$ cat config.mk
export PLATFORM = sky130hd
export DESIGN_NAME = uart_calculator_top
export DESIGN_NICKNAME = d
export VERILOG_FILES = /design/src/hw/calc_pkg.sv /design/src/hw/uart_pkg.sv /design/src/hw/baud_tick_gen.sv /design/src/hw/uart_receiver.sv /design/src/hw/uart_transmitter.sv /design/src/hw/alu.sv /design/src/hw/command_sequencer.sv /design/src/hw/uart_calculator_top.sv
export SDC_FILE = /design/constraint.sdc
export NUM_CORES = 1
export LEC_CHECK = 0
export BUFFER_PORTS_ARGS = -buffer_cell sky130_fd_sc_hd__buf_4
export CORE_MARGIN = 10
export CORE_UTILIZATION = 62
export DETAILED_ROUTE_END_ITERATION = 10
export PLACE_DENSITY = 0.79
export SLEW_MARGIN = 15
export SYNTH_ARGS = -nofsm -noshare
export SYNTH_HDL_FRONTEND = slang
export SYNTH_SLANG_ARGS = --single-unit
$ cat constraint.sdc
create_clock -name i_clk -period 2.09 [get_ports i_clk]
set_input_delay 0.418 -clock i_clk [delete_from_list [all_inputs] [get_ports i_clk]]
set_output_delay 0.418 -clock i_clk [all_outputs]
set_load 0.01 [all_outputs]
$ cat src/hw/calc_pkg.sv
`default_nettype none

package calc_pkg;

   localparam int DATA_W    = 8; // Width of every byte on the serial link and in the ALU.
   localparam int OPERAND_W = 4; // Only the low nibble of an operand byte is used.

   typedef logic [DATA_W-1:0]    data_t;    // One serial byte or one ALU word.
   typedef logic [OPERAND_W-1:0] operand_t; // The used part of an operand byte.

   // ASCII codes of the four accepted operator characters.
   localparam data_t CHAR_ADD = 8'd43;  // The '+' character.
   localparam data_t CHAR_SUB = 8'd45;  // The '-' character.
   localparam data_t CHAR_AND = 8'd38;  // The '&' character.
   localparam data_t CHAR_OR  = 8'd124; // The '|' character.

   typedef enum logic [2:0] {
      ALU_NOP, // Unknown operator, result is zero.
      ALU_ADD, // Sum modulo 256.
      ALU_SUB, // Difference modulo 256.
      ALU_AND, // Bitwise and.
      ALU_OR   // Bitwise or.
   } alu_op_e;

   typedef enum logic [2:0] {
      SEQ_LOAD_A,  // Waiting for operand A.
      SEQ_LOAD_OP, // Waiting for the operator character.
      SEQ_LOAD_B,  // Waiting for operand B.
      SEQ_EXECUTE, // Single cycle that latches the result and starts the transmitter.
      SEQ_WAIT_TX  // Result frame is on the line.
   } seq_state_e;

   typedef struct packed {
      data_t   operand_a; // Zero-extended low nibble of operand A.
      data_t   operand_b; // Zero-extended low nibble of operand B.
      alu_op_e op;        // Decoded operation.
   } alu_req_t;

endpackage

`default_nettype wire

$ cat src/hw/uart_pkg.sv
`default_nettype none

package uart_pkg;

   localparam int CLKS_PER_TICK = 4;  // Kept small so a bit lasts only 64 clocks.
   localparam int TICKS_PER_BIT = 16; // Oversampling rate of both directions.
   localparam int BIT_CNT_W     = 3;  // Counts the eight data bits.
   localparam int TICK_CNT_W    = 4;  // Counts ticks inside one bit.
   localparam int DIV_CNT_W     = $clog2(CLKS_PER_TICK); // Width of the tick divider.

   typedef logic [DIV_CNT_W-1:0]  div_cnt_t;  // Clock count inside one tick.
   typedef logic [TICK_CNT_W-1:0] tick_cnt_t; // Tick count inside one bit.
   typedef logic [BIT_CNT_W-1:0]  bit_cnt_t;  // Index of the current data bit.

   localparam div_cnt_t  DIV_LAST = div_cnt_t'(CLKS_PER_TICK - 1);    // Last clock of a tick.
   localparam tick_cnt_t TICK_MID = tick_cnt_t'(TICKS_PER_BIT/2 - 1); // Middle of a bit.
   localparam tick_cnt_t TICK_END = tick_cnt_t'(TICKS_PER_BIT - 1);   // Last tick of a bit.

   typedef enum logic [1:0] {
      RX_IDLE, RX_START, RX_DATA, RX_STOP
   } rx_state_e;

   typedef enum logic [1:0] {
      TX_IDLE, TX_START, TX_DATA, TX_STOP
   } tx_state_e;

endpackage

`default_nettype wire

$ cat src/hw/baud_tick_gen.sv
`timescale 1ns/1ps
`default_nettype none

module baud_tick_gen (
   input  wire  i_clk,
   input  wire  i_rx_done,
   output logic o_tick
);

   uart_pkg::div_cnt_t div_cnt; // Free-running clock divider.

   always_ff @(posedge i_clk or posedge i_rx_done) begin
      if (i_rx_done) begin
         div_cnt <= '0; // Restart the divider so the first tick is a full period away.
      end else if (div_cnt == uart_pkg::DIV_LAST) begin
         div_cnt <= '0; // Wrap at the end of the tick period.
      end else begin
         div_cnt <= div_cnt + 1'b1;
      end
   end

   // One-cycle pulse on the last clock of each period, shared by receiver and transmitter.
   assign o_tick = (div_cnt == uart_pkg::DIV_LAST);

endmodule

`default_nettype wire

$ cat src/hw/uart_receiver.sv
`timescale 1ns/1ps
`default_nettype none

module uart_receiver (
   input  wire             i_clk,
   input  wire             i_rx_done,
   input  wire             i_tick,
   input  wire             i_rx,
   output calc_pkg::data_t o_byte,
   output logic            o_byte_valid,
   output logic            o_frame_error
);

   uart_pkg::rx_state_e state;
   uart_pkg::tick_cnt_t tick_cnt; // Ticks seen in the current bit.
   uart_pkg::bit_cnt_t  bit_cnt;  // Data bits already sampled.
   calc_pkg::data_t     shreg;    // Data bits, filled from the top.
   logic [2:0]          rx_pipe;  // Two synchronizer flops and one history flop.
   logic                rx_sync;
   logic                rx_fall;
   logic                bit_end;
   logic                data_sample;

   assign rx_sync     = rx_pipe[1];                          // Line value safe to use.
   assign rx_fall     = rx_pipe[2] & ~rx_pipe[1];            // A high to low step may start a frame.
   assign bit_end     = i_tick && (tick_cnt == uart_pkg::TICK_END); // Middle of a data bit.
   assign data_sample = (state == uart_pkg::RX_DATA) && bit_end;

   always_ff @(posedge i_clk or posedge i_rx_done) begin
      if (i_rx_done) begin
         rx_pipe <= '1; // The idle line is high.
      end else begin
         rx_pipe <= {rx_pipe[1:0], i_rx};
      end
   end

   always_ff @(posedge i_clk or posedge i_rx_done) begin
      if (i_rx_done) begin
         state         <= uart_pkg::RX_IDLE;
         tick_cnt      <= '0;
         bit_cnt       <= '0;
         o_byte_valid  <= 1'b0;
         o_frame_error <= 1'b0;
      end else begin
         o_byte_valid  <= 1'b0; // Both flags are single-cycle pulses.
         o_frame_error <= 1'b0;
         case (state)
            uart_pkg::RX_IDLE: begin
               if (rx_fall) begin
                  state    <= uart_pkg::RX_START;
                  tick_cnt <= '0; // Count half a bit from the edge.
               end
            end
            uart_pkg::RX_START: begin
               if (i_tick && (tick_cnt == uart_pkg::TICK_MID)) begin
                  tick_cnt <= '0; // From here on every sample falls mid-bit.
                  bit_cnt  <= '0;
                  // A line that is high again was only a glitch.
                  state    <= rx_sync ? uart_pkg::RX_IDLE : uart_pkg::RX_DATA;
               end else if (i_tick) begin
                  tick_cnt <= tick_cnt + 1'b1;
               end
            end
            uart_pkg::RX_DATA: begin
               if (bit_end) begin
                  tick_cnt <= '0;
                  bit_cnt  <= bit_cnt + 1'b1;
                  if (bit_cnt == '1) state <= uart_pkg::RX_STOP; // The eighth bit is in.
               end else if (i_tick) begin
                  tick_cnt <= tick_cnt + 1'b1;
               end
            end
            uart_pkg::RX_STOP: begin
               if (bit_end) begin
                  tick_cnt      <= '0;
                  o_byte_valid  <= rx_sync;  // A high stop bit delivers the byte.
                  o_frame_error <= ~rx_sync; // A low stop bit discards it.
                  state         <= uart_pkg::RX_IDLE;
               end else if (i_tick) begin
                  tick_cnt <= tick_cnt + 1'b1;
               end
            end
            default: state <= uart_pkg::RX_IDLE;
         endcase
      end
   end

   always_ff @(posedge i_clk) begin
      if (data_sample) begin
         shreg <= {rx_sync, shreg[calc_pkg::DATA_W-1:1]}; // LSB arrives first.
      end
   end

   assign o_byte = shreg; // Stable from the last data sample until the next frame.

   // Tick counting assumes that every tick is a single-clock pulse.
   assert property (@(posedge i_clk) disable iff (i_rx_done)
      i_tick |=> !i_tick);

endmodule

`default_nettype wire

$ cat src/hw/uart_transmitter.sv
`timescale 1ns/1ps
`default_nettype none

module uart_transmitter (
   input  wire             i_clk,
   input  wire             i_rx_done,
   input  wire             i_tick,
   input  wire             i_start,
   input  wire calc_pkg::data_t i_byte,
   output logic            o_tx,
   output logic            o_done
);

   uart_pkg::tx_state_e state;
   uart_pkg::tick_cnt_t tick_cnt;   // Ticks spent in the current bit.
   uart_pkg::bit_cnt_t  bit_cnt;    // Data bits already sent.
   calc_pkg::data_t     shreg;      // Bit 0 is the bit on the line.
   logic                start_pend; // Start seen, waiting for a tick to align the frame.
   logic                bit_end;

   assign bit_end = i_tick && (tick_cnt == uart_pkg::TICK_END); // Last tick of a bit.

   always_ff @(posedge i_clk or posedge i_rx_done) begin
      if (i_rx_done) begin
         state      <= uart_pkg::TX_IDLE;
         tick_cnt   <= '0;
         bit_cnt    <= '0;
         start_pend <= 1'b0;
         o_done     <= 1'b0;
      end else begin
         o_done <= 1'b0; // Single-cycle pulse.
         if (i_tick && (state != uart_pkg::TX_IDLE)) begin
            tick_cnt <= bit_end ? '0 : tick_cnt + 1'b1;
         end
         case (state)
            uart_pkg::TX_IDLE: begin
               if (i_start) begin
                  start_pend <= 1'b1;
               end else if (start_pend && i_tick) begin
                  start_pend <= 1'b0;
                  tick_cnt   <= '0; // The start bit begins on a tick boundary.
                  state      <= uart_pkg::TX_START;
               end
            end
            uart_pkg::TX_START: begin
               if (bit_end) begin
                  bit_cnt <= '0;
                  state   <= uart_pkg::TX_DATA;
               end
            end
            uart_pkg::TX_DATA: begin
               if (bit_end) begin
                  bit_cnt <= bit_cnt + 1'b1;
                  if (bit_cnt == '1) state <= uart_pkg::TX_STOP; // All eight bits are out.
               end
            end
            uart_pkg::TX_STOP: begin
               if (bit_end) begin
                  o_done <= 1'b1; // The stop bit has lasted its full period.
                  state  <= uart_pkg::TX_IDLE;
               end
            end
            default: state <= uart_pkg::TX_IDLE;
         endcase
      end
   end

   always_ff @(posedge i_clk) begin
      if ((state == uart_pkg::TX_IDLE) && i_start) begin
         shreg <= i_byte; // Capture the byte while the caller still drives it.
      end else if ((state == uart_pkg::TX_DATA) && bit_end) begin
         shreg <= shreg >> 1; // Move the next bit to position 0.
      end
   end

   always_comb begin
      case (state)
         uart_pkg::TX_START: o_tx = 1'b0;
         uart_pkg::TX_DATA:  o_tx = shreg[0];
         default:            o_tx = 1'b1; // Idle and stop both hold the line high.
      endcase
   end

   // The sequencer must not start a new frame before the previous one is done.
   assert property (@(posedge i_clk) disable iff (i_rx_done)
      i_start |-> (state == uart_pkg::TX_IDLE) && !start_pend);

endmodule

`default_nettype wire

$ cat src/hw/alu.sv
`timescale 1ns/1ps
`default_nettype none

module alu (
   input  wire calc_pkg::alu_req_t i_req,
   output calc_pkg::data_t         o_result
);

   always_comb begin
      case (i_req.op)
         calc_pkg::ALU_ADD: o_result = i_req.operand_a + i_req.operand_b; // Wraps at 256.
         calc_pkg::ALU_SUB: o_result = i_req.operand_a - i_req.operand_b; // Wraps below 0.
         calc_pkg::ALU_AND: o_result = i_req.operand_a & i_req.operand_b;
         calc_pkg::ALU_OR:  o_result = i_req.operand_a | i_req.operand_b;
         default:           o_result = '0; // Unknown operators give zero.
      endcase
   end

endmodule

`default_nettype wire

$ cat src/hw/command_sequencer.sv
`timescale 1ns/1ps
`default_nettype none

module command_sequencer (
   input  wire                 i_clk,
   input  wire                 i_rx_done,
   input  wire calc_pkg::data_t i_rx_byte,
   input  wire                 i_rx_valid,
   input  wire calc_pkg::data_t i_alu_result,
   input  wire                 i_tx_done,
   output calc_pkg::alu_req_t  o_alu_req,
   output calc_pkg::data_t     o_tx_byte,
   output logic                o_tx_start
);

   calc_pkg::seq_state_e       state;
   calc_pkg::data_t [2:0]      regs;    // After three loads entry 2 is A, 1 the operator, 0 B.
   calc_pkg::data_t            tx_byte; // Result held for the whole response frame.
   calc_pkg::operand_t         nib_a;
   calc_pkg::operand_t         nib_b;
   logic                       loading;

   assign loading = (state == calc_pkg::SEQ_LOAD_A)  ||
                    (state == calc_pkg::SEQ_LOAD_OP) ||
                    (state == calc_pkg::SEQ_LOAD_B);   // Bytes are accepted only here.

   always_ff @(posedge i_clk or posedge i_rx_done) begin
      if (i_rx_done) begin
         state   <= calc_pkg::SEQ_LOAD_A;
         regs    <= '0;
         tx_byte <= '0;
      end else begin
         if (loading && i_rx_valid) begin
            regs <= {regs[1:0], i_rx_byte}; // Older bytes move up one entry.
         end
         case (state)
            calc_pkg::SEQ_LOAD_A: begin
               if (i_rx_valid) state <= calc_pkg::SEQ_LOAD_OP;
            end
            calc_pkg::SEQ_LOAD_OP: begin
               if (i_rx_valid) state <= calc_pkg::SEQ_LOAD_B;
            end
            calc_pkg::SEQ_LOAD_B: begin
               if (i_rx_valid) state <= calc_pkg::SEQ_EXECUTE;
            end
            calc_pkg::SEQ_EXECUTE: begin
               tx_byte <= i_alu_result; // Operands are stable, so the result is final.
               state   <= calc_pkg::SEQ_WAIT_TX;
            end
            calc_pkg::SEQ_WAIT_TX: begin
               if (i_tx_done) state <= calc_pkg::SEQ_LOAD_A; // Ready for the next command.
            end
            default: state <= calc_pkg::SEQ_LOAD_A;
         endcase
      end
   end

   assign nib_a = regs[2][calc_pkg::OPERAND_W-1:0]; // Digits carry their value here.
   assign nib_b = regs[0][calc_pkg::OPERAND_W-1:0];

   always_comb begin
      o_alu_req.operand_a = calc_pkg::data_t'(nib_a); // Zero-extended to a full byte.
      o_alu_req.operand_b = calc_pkg::data_t'(nib_b);
      case (regs[1])
         calc_pkg::CHAR_ADD: o_alu_req.op = calc_pkg::ALU_ADD;
         calc_pkg::CHAR_SUB: o_alu_req.op = calc_pkg::ALU_SUB;
         calc_pkg::CHAR_AND: o_alu_req.op = calc_pkg::ALU_AND;
         calc_pkg::CHAR_OR:  o_alu_req.op = calc_pkg::ALU_OR;
         default:            o_alu_req.op = calc_pkg::ALU_NOP;
      endcase
   end

   // The transmitter captures its byte during the start pulse, so the fresh result is
   // passed straight through in that cycle.
   assign o_tx_byte  = (state == calc_pkg::SEQ_EXECUTE) ? i_alu_result : tx_byte;
   assign o_tx_start = (state == calc_pkg::SEQ_EXECUTE);

   // The receiver strobe lasts one clock, so every byte is stored only once.
   assert property (@(posedge i_clk) disable iff (i_rx_done)
      i_rx_valid |=> !i_rx_valid);

   // A done pulse only arrives while the sequencer waits for the response.
   assert property (@(posedge i_clk) disable iff (i_rx_done)
      i_tx_done |-> (state == calc_pkg::SEQ_WAIT_TX));

endmodule

`default_nettype wire

$ cat src/hw/uart_calculator_top.sv
`timescale 1ns/1ps
`default_nettype none

module uart_calculator_top (
   input  wire  i_clk,
   input  wire  i_rx_done,
   input  wire  i_rx,
   output logic o_tx,
   output logic o_frame_error
);

   logic               tick;       // Oversampling tick for both directions.
   logic               rx_valid;   // Received byte is ready.
   logic               tx_start;   // Start of the response frame.
   logic               tx_done;    // End of the response frame.
   calc_pkg::data_t    rx_byte;
   calc_pkg::data_t    alu_result;
   calc_pkg::data_t    tx_byte;
   calc_pkg::alu_req_t alu_req;

   baud_tick_gen u_tick_gen (
      .i_clk     (i_clk),
      .i_rx_done (i_rx_done),
      .o_tick    (tick)
   );

   uart_receiver u_receiver (
      .i_clk         (i_clk),
      .i_rx_done     (i_rx_done),
      .i_tick        (tick),
      .i_rx          (i_rx),
      .o_byte        (rx_byte),
      .o_byte_valid  (rx_valid),
      .o_frame_error (o_frame_error)
   );

   command_sequencer u_sequencer (
      .i_clk        (i_clk),
      .i_rx_done    (i_rx_done),
      .i_rx_byte    (rx_byte),
      .i_rx_valid   (rx_valid),
      .i_alu_result (alu_result),
      .i_tx_done    (tx_done),
      .o_alu_req    (alu_req),
      .o_tx_byte    (tx_byte),
      .o_tx_start   (tx_start)
   );

   alu u_alu (
      .i_req    (alu_req),
      .o_result (alu_result)
   );

   uart_transmitter u_transmitter (
      .i_clk     (i_clk),
      .i_rx_done (i_rx_done),
      .i_tick    (tick),
      .i_start   (tx_start),
      .i_byte    (tx_byte),
      .o_tx      (o_tx),
      .o_done    (tx_done)
   );

endmodule

`default_nettype wire

# Yosys cells after proc, flatten, opt, wreduce, memory -nomap -nowiden
# Cells that the tools add are included.
# op_classes
n_addsub	7
eq_ne	39
mux	50
bitwise_logic	4
n_reduce_logical	26
# ops
cell	count
4-bit two-way mux	9
8-bit case mux with 4 select lines	1
2-bit two-way mux	13
8-bit by 6-bit equality test with 1-bit output (second input constant)	3
3-bit two-way mux	8
8-bit two-way mux	3
2-bit by 1-bit inequality test with 1-bit output (second input constant)	10
2-bit case mux with 4 select lines	2
3-bit case mux with 5 select lines	1
3-bit by 2-bit equality test with 1-bit output (second input constant)	4
3-bit equality test (second input constant)	4
3-bit case mux with 2 select lines	2
3-bit case mux with 4 select lines	1
4-bit case mux with 3 select lines	1
2-bit equality test (second input constant)	5
2-bit inequality test (second input constant)	5
2-bit nonzero test	5
1-bit logical AND	9
4-bit by 1-bit adder with 4-bit output (second input constant)	2
4-bit equality test (second input constant)	2
8-bit by 7-bit equality test with 1-bit output (second input constant)	1
1-bit two-way mux	8
3-bit by 1-bit adder with 3-bit output (second input constant)	2
3-bit by 1-bit equality test with 1-bit output (second input constant)	2
19 further kinds	23
# word_totals
reg_bits	74
inputBits	3
out_inout_bits	2
word_cells	145

# Logic depth before layout (Yosys ltp)
# depth
word_depth	7
ltp_mapped	9
ltp_nobuf	9

# Cells and area by module
# From an unflattened synthesis, not the netlist that was laid out.
# hier_totals
hier_cells	381
hier_area_um2	4295.4
# by_module_without_submodules
mod	n_inst	cells_each	area_each_um2	seq_area_each_um2
command_sequencer	1	105	1471.4	775.7
uart_receiver	1	76	1023.5	594.3
uart_transmitter	1	80	973.4	515.5
alu	1	115	757.0	0.0
baud_tick_gen	1	5	70.1	50.0

# Worst setup path after synthesis
# OpenSTA, ideal clock, no wires.
# synth_path
kind	reg-to-reg
from	register u_sequencer.regs (netlist bit u_sequencer.o_alu_req[3])
to	register u_transmitter.shreg[2], data pin
setup_time_ps	264
t_arrival_ps	1545
t_required_ps	1826
setup_slack_ps	281
path_stages_with_launch	7
n_path_buf	0
synth_period_minus_slack_ps	1809
path_cell_list	dfrtp_1 -> ha_1 -> fa_1 -> a221oi_1 -> a211oi_1 -> o21ai_1 -> o21ai_1
# synth_via
elab_chain_cells	4
word_cells_on_any_way	5
classes_between	add/sub: 2; mux: 3
# synth_rtl
element	line	text
start, declared	command_sequencer.sv:17	calc_pkg::data_t [2:0] regs;
start signal, assigned	command_sequencer.sv:34	regs <= {regs[1:0], i_rx_byte};
4-bit by 4-bit subtractor with 5-bit output or 4-bit by 4-bit adder with 5-bit output (tied branches)	alu.sv:12, alu.sv:11	
8-bit case mux with 4 select lines *	alu.sv:10	case (i_req.op)
8-bit two-way mux *	-	
8-bit two-way mux *	uart_transmitter.sv:69	if ((state == uart_pkg::TX_IDLE) && i_start) begin
end signal, assigned	uart_transmitter.sv:70	shreg <= i_byte;
end signal, assigned	uart_transmitter.sv:72	shreg <= shreg >> 1;
end, declared	uart_transmitter.sv:17	calc_pkg::data_t shreg;
# Every way passes the cells marked *; elsewhere a longest branch is shown, timed or not.
# A chain may end at the register's enable or synchronous reset.

# Worst setup path in the final report
# layout_path
from	register u_sequencer.regs (netlist bit u_sequencer.o_alu_req[13])
to	register u_transmitter.shreg[3], data pin
# Same word-level chain as after synthesis.

==> impl_metrics.toml <==
[status]
result_of_the_run = "finished, final reports clean"

[timing]
max-slew-margin-rel_pct = 69.3
post-route-period-util_pct = 93.4
timing.fmax_mhz = 512
hold_viol = 0
count_of_pins_over_their_slew_limit = 0
setup-tns-final_ns = 0
setup_viol = 0
worstMarginPinSlew_ns = 0.460
pnr_worst_setup_slack_ns = 0.137
final_period_minus_worst_setup_slack_ns = 1.95
hold_slack_ns = 0.0477
fin_worst_skew_ns = 0.00697

[critical_path]
cp-start-kind = "register"
worst-endpoint-required_ns = 2.29
arrival_ns = 2.15
critical_path.max_fanout = 8
critPathCaptureType = "register"
criticalPathCategory = "reg -> reg"

[synthesis]
yosysSeqAreaShare_pct = 50.8
synth_area_mm2 = 0.00341
synth-main-ff-cell = "sky130_fd_sc_hd__dfrtp_1"
mappedNetlistNets = 347
synth.top_cell.area_share_pct = 34.4
synthMostInstantiatedCell = "sky130_fd_sc_hd__dfrtp_1"
synth.avg_cell_area_um2 = 10.8
netlist_cell_types = 52
synth-warning-count = 0
number_of_enable_type_register_cells_in_the_synthesized_netlist = 16
synthArstFlopShare_pct = 75.8
post_synth_main_area_contributors = "sky130_fd_sc_hd__dfrtp_1 34%, sky130_fd_sc_hd__edfxtp_1 14%, sky130_fd_sc_hd__ha_1 9.9%, sky130_fd_sc_hd__mux2_2 5.3%, sky130_fd_sc_hd__nand2_1 4.6%"
ys_seq_elements = 66
syn_inst = 315
synthDominantAreaCellType = "sky130_fd_sc_hd__dfrtp_1"
synthTopCellsByCount = "47 x sky130_fd_sc_hd__dfrtp_1, 42 x sky130_fd_sc_hd__nand2_1, 27 x sky130_fd_sc_hd__ha_1"

[die]
coreArea_mm2 = 0.00524
floorplan.die_area_mm2 = 0.00888
fp.dieW_um = 94.2
initial_core_util_pct = 65.2
core_rows = 26
dieHeight_um = 94.2
ios = 5

[clock_network]
tritoncts = "yes"
tritoncts.num_buffers = 9
clkSlewWorstSetupHoldPaths_ns = 0.07
clk_latency_ns = 0.34
clock_sink_count = 66
clock_tree.root_cell = "sky130_fd_sc_hd__clkbuf_8"
cts.path.max_buffers = 2
cts.hold.buffers_added = 0
htreeDepth = 3

[place]
post_placement_setup_slack_ns = 0.106
port-buffer-count = 4
placement_stage_cell_area_mm2 = 0.00359
detailed_place_hpwl_um = 4350
place.gp.congestion = 0.841
dpl.cell_count = 392

[detailed_routing]
detail_routed_via_count_per_cell = 5.83
drc_errors = 0
drt-initial-drc-count = 108
ant_nets = 0
route.detailed.wl_per_inst_um = 15.9
routed_wl_um = 6470
via_count = 2378
detailedRoute.firstPassIterationCount = 4

[cells_and_area]
filler_cell_count = 372
finalInstanceArea_mm2 = 0.00379
instances_no_fill = 408
fin_util_pct = 72.3
num-nets-final = 365
post_route_cells_drive_above_1_share_pct = 17.5
antenna_cells_inserted = 0
layout-area-overhead-vs-synth_pct = 10.9

[run]
timing.max_cap.violations = 0

[power]
power.share.clock_pct = 35.7
power_leakage_nw = 1.69
power.share.sequential_pct = 49.3
netSwitchingFraction_pct = 27.7
total_power_mw = 2.83
pwr-share-comb_pct = 14.9
vdd_ir_drop_max_v = 0.000534
switching_power_mw = 0.784
power_density_mw_per_mm2 = 748
internal-power_mw = 2.05

[worst_hold_path]
holdCritPathClass = "in -> async"

[global_route]
first_global_vias = 2364
global_route.overflow_total = 0
grt_pass1_wl_um = 11100
grt.total_usage_pct = 15.8
antenna_found_initial = 0
grt_start_max_net_pins = 37
-- sequential cells by signal, summed over array words and instances, names as in the netlist, named ones only --
register	count
u_transmitter.shreg	8
u_receiver.o_byte_valid	1
u_transmitter.state	2
u_receiver.state	1
u_transmitter.start_pend	1
u_transmitter.bit_cnt	3
u_sequencer.o_alu_req	8
u_transmitter.tick_cnt	4
u_receiver.tick_cnt	4
u_transmitter.o_done	1
u_sequencer.state	3
u_receiver.o_frame_error	1
u_receiver.o_byte	8
u_tick_gen.div_cnt	2
u_sequencer.regs	12
u_receiver.rx_pipe	3
u_receiver.bit_cnt	3
-- cell type report --
| cell class | instances | area (µm²) | share of cell area (%) |
|---|---|---|---|
| clock buffers | 14 | 173 | 4.56 |
| clock inverters | 2 | 11.3 | 0.297 |
| inverters | 22 | 82.6 | 2.18 |
| multi-input cells | 220 | 1580 | 41.7 |
| flip-flops and latches | 66 | 1740 | 45.8 |
| well taps | 70 | 87.6 | 2.31 |
| repair buffers | 14 | 118 | 3.11 |
-- path summary, 6_finish.rpt --
kind | start | endpoint | slack (ns) | cells past startpoint
max reg2reg | u_sequencer.o_alu_req[13] | u_transmitter.shreg[3] | 0.14 | 7
min in group i_clk | i_rx | u_receiver.rx_pipe[0] | 0.18 | 1
max | u_sequencer.o_alu_req[13] | u_transmitter.shreg[3] | 0.14 | 7
min reg2reg | u_receiver.rx_pipe[0] | u_receiver.rx_pipe[1] | 0.36 | 0
min | i_rx_done | u_sequencer.state[2] | 0.05 | 2
max in group asynchronous | i_rx_done | u_receiver.rx_pipe[0] | 1.47 | 3
-- per-layer routing --
metal	vias up	track usage [%]	part of all wire, %
met5	-	0	0
met4	0	7.09	1.7
met3	11	4.08	4.2
met2	53	25.2	49
met1	1155	19.6	45
li1	1159	-	-
-- power by group through the flow --
stage / combinational, mW / sequential, mW / clock (mW)
floorplan: 0.296 / 1.41 / 0
global placement: 0.398 / 1.42 / 0
detailed placement: 0.420 / 1.42 / 0
CTS: 0.424 / 1.40 / 1.03
global route: 0.474 / 1.40 / 1.08
finish: 0.422 / 1.40 / 1.01
-- cells by family after synthesis --
group / count (synthesis) / share of synthesized area [%]
xor+xnor: 2 / 0.513
compound gates: 69 / 12.9
flops: 66 / 50.8
mux: 17 / 5.57
buf+inv: 29 / 3.22
simple gates: 103 / 15.9
fa+ha+maj: 29 / 11.1
-- layout by cell type (no fill, tap or decap), types with 2 or more instances in the layout --
master,instances
sky130_fd_sc_hd__nor2_1,17
sky130_fd_sc_hd__nand2_1,42
sky130_fd_sc_hd__a211oi_1,3
sky130_fd_sc_hd__o31ai_1,2
sky130_fd_sc_hd__dfrtp_1,47
sky130_fd_sc_hd__o21ai_1,10
sky130_fd_sc_hd__edfxtp_1,16
sky130_fd_sc_hd__ha_1,26
sky130_fd_sc_hd__nand3_1,7
sky130_fd_sc_hd__a32o_1,3
sky130_fd_sc_hd__xor2_1,2
sky130_fd_sc_hd__nor3_1,3
sky130_fd_sc_hd__nor2b_1,5
sky130_fd_sc_hd__a21oi_1,12
sky130_fd_sc_hd__o21ai_0,20
sky130_fd_sc_hd__a31oi_1,2
sky130_fd_sc_hd__nand4_1,3
sky130_fd_sc_hd__nand3b_1,3
sky130_fd_sc_hd__clkbuf_8,12
sky130_fd_sc_hd__a22oi_1,3
sky130_fd_sc_hd__a22o_1,2
sky130_fd_sc_hd__and2_1,3
sky130_fd_sc_hd__buf_4,13
sky130_fd_sc_hd__dfstp_2,3
sky130_fd_sc_hd__and4bb_2,2
sky130_fd_sc_hd__mux2_2,16
sky130_fd_sc_hd__and4b_1,3
sky130_fd_sc_hd__nand2b_1,4
sky130_fd_sc_hd__and4_1,2
sky130_fd_sc_hd__clkbuf_1,2
sky130_fd_sc_hd__inv_1,21
-- critical path, cell delays in order (launching register included) --
cell	delay (ns)
sky130_fd_sc_hd__dfrtp_1	0.40
sky130_fd_sc_hd__inv_1	0.07
sky130_fd_sc_hd__ha_2	0.41
sky130_fd_sc_hd__nor3_1	0.10
sky130_fd_sc_hd__or4_1	0.47
sky130_fd_sc_hd__a21oi_1	0.15
sky130_fd_sc_hd__o21ai_1	0.08
sky130_fd_sc_hd__o21ai_1	0.14
-- timing repair --
item	in CTS	in global routing
gates resized for setup	0	3
endpoints found under the setup margin	0	6
setup buffers	0	0
Note: power is estimated with default switching activity, not from simulation.
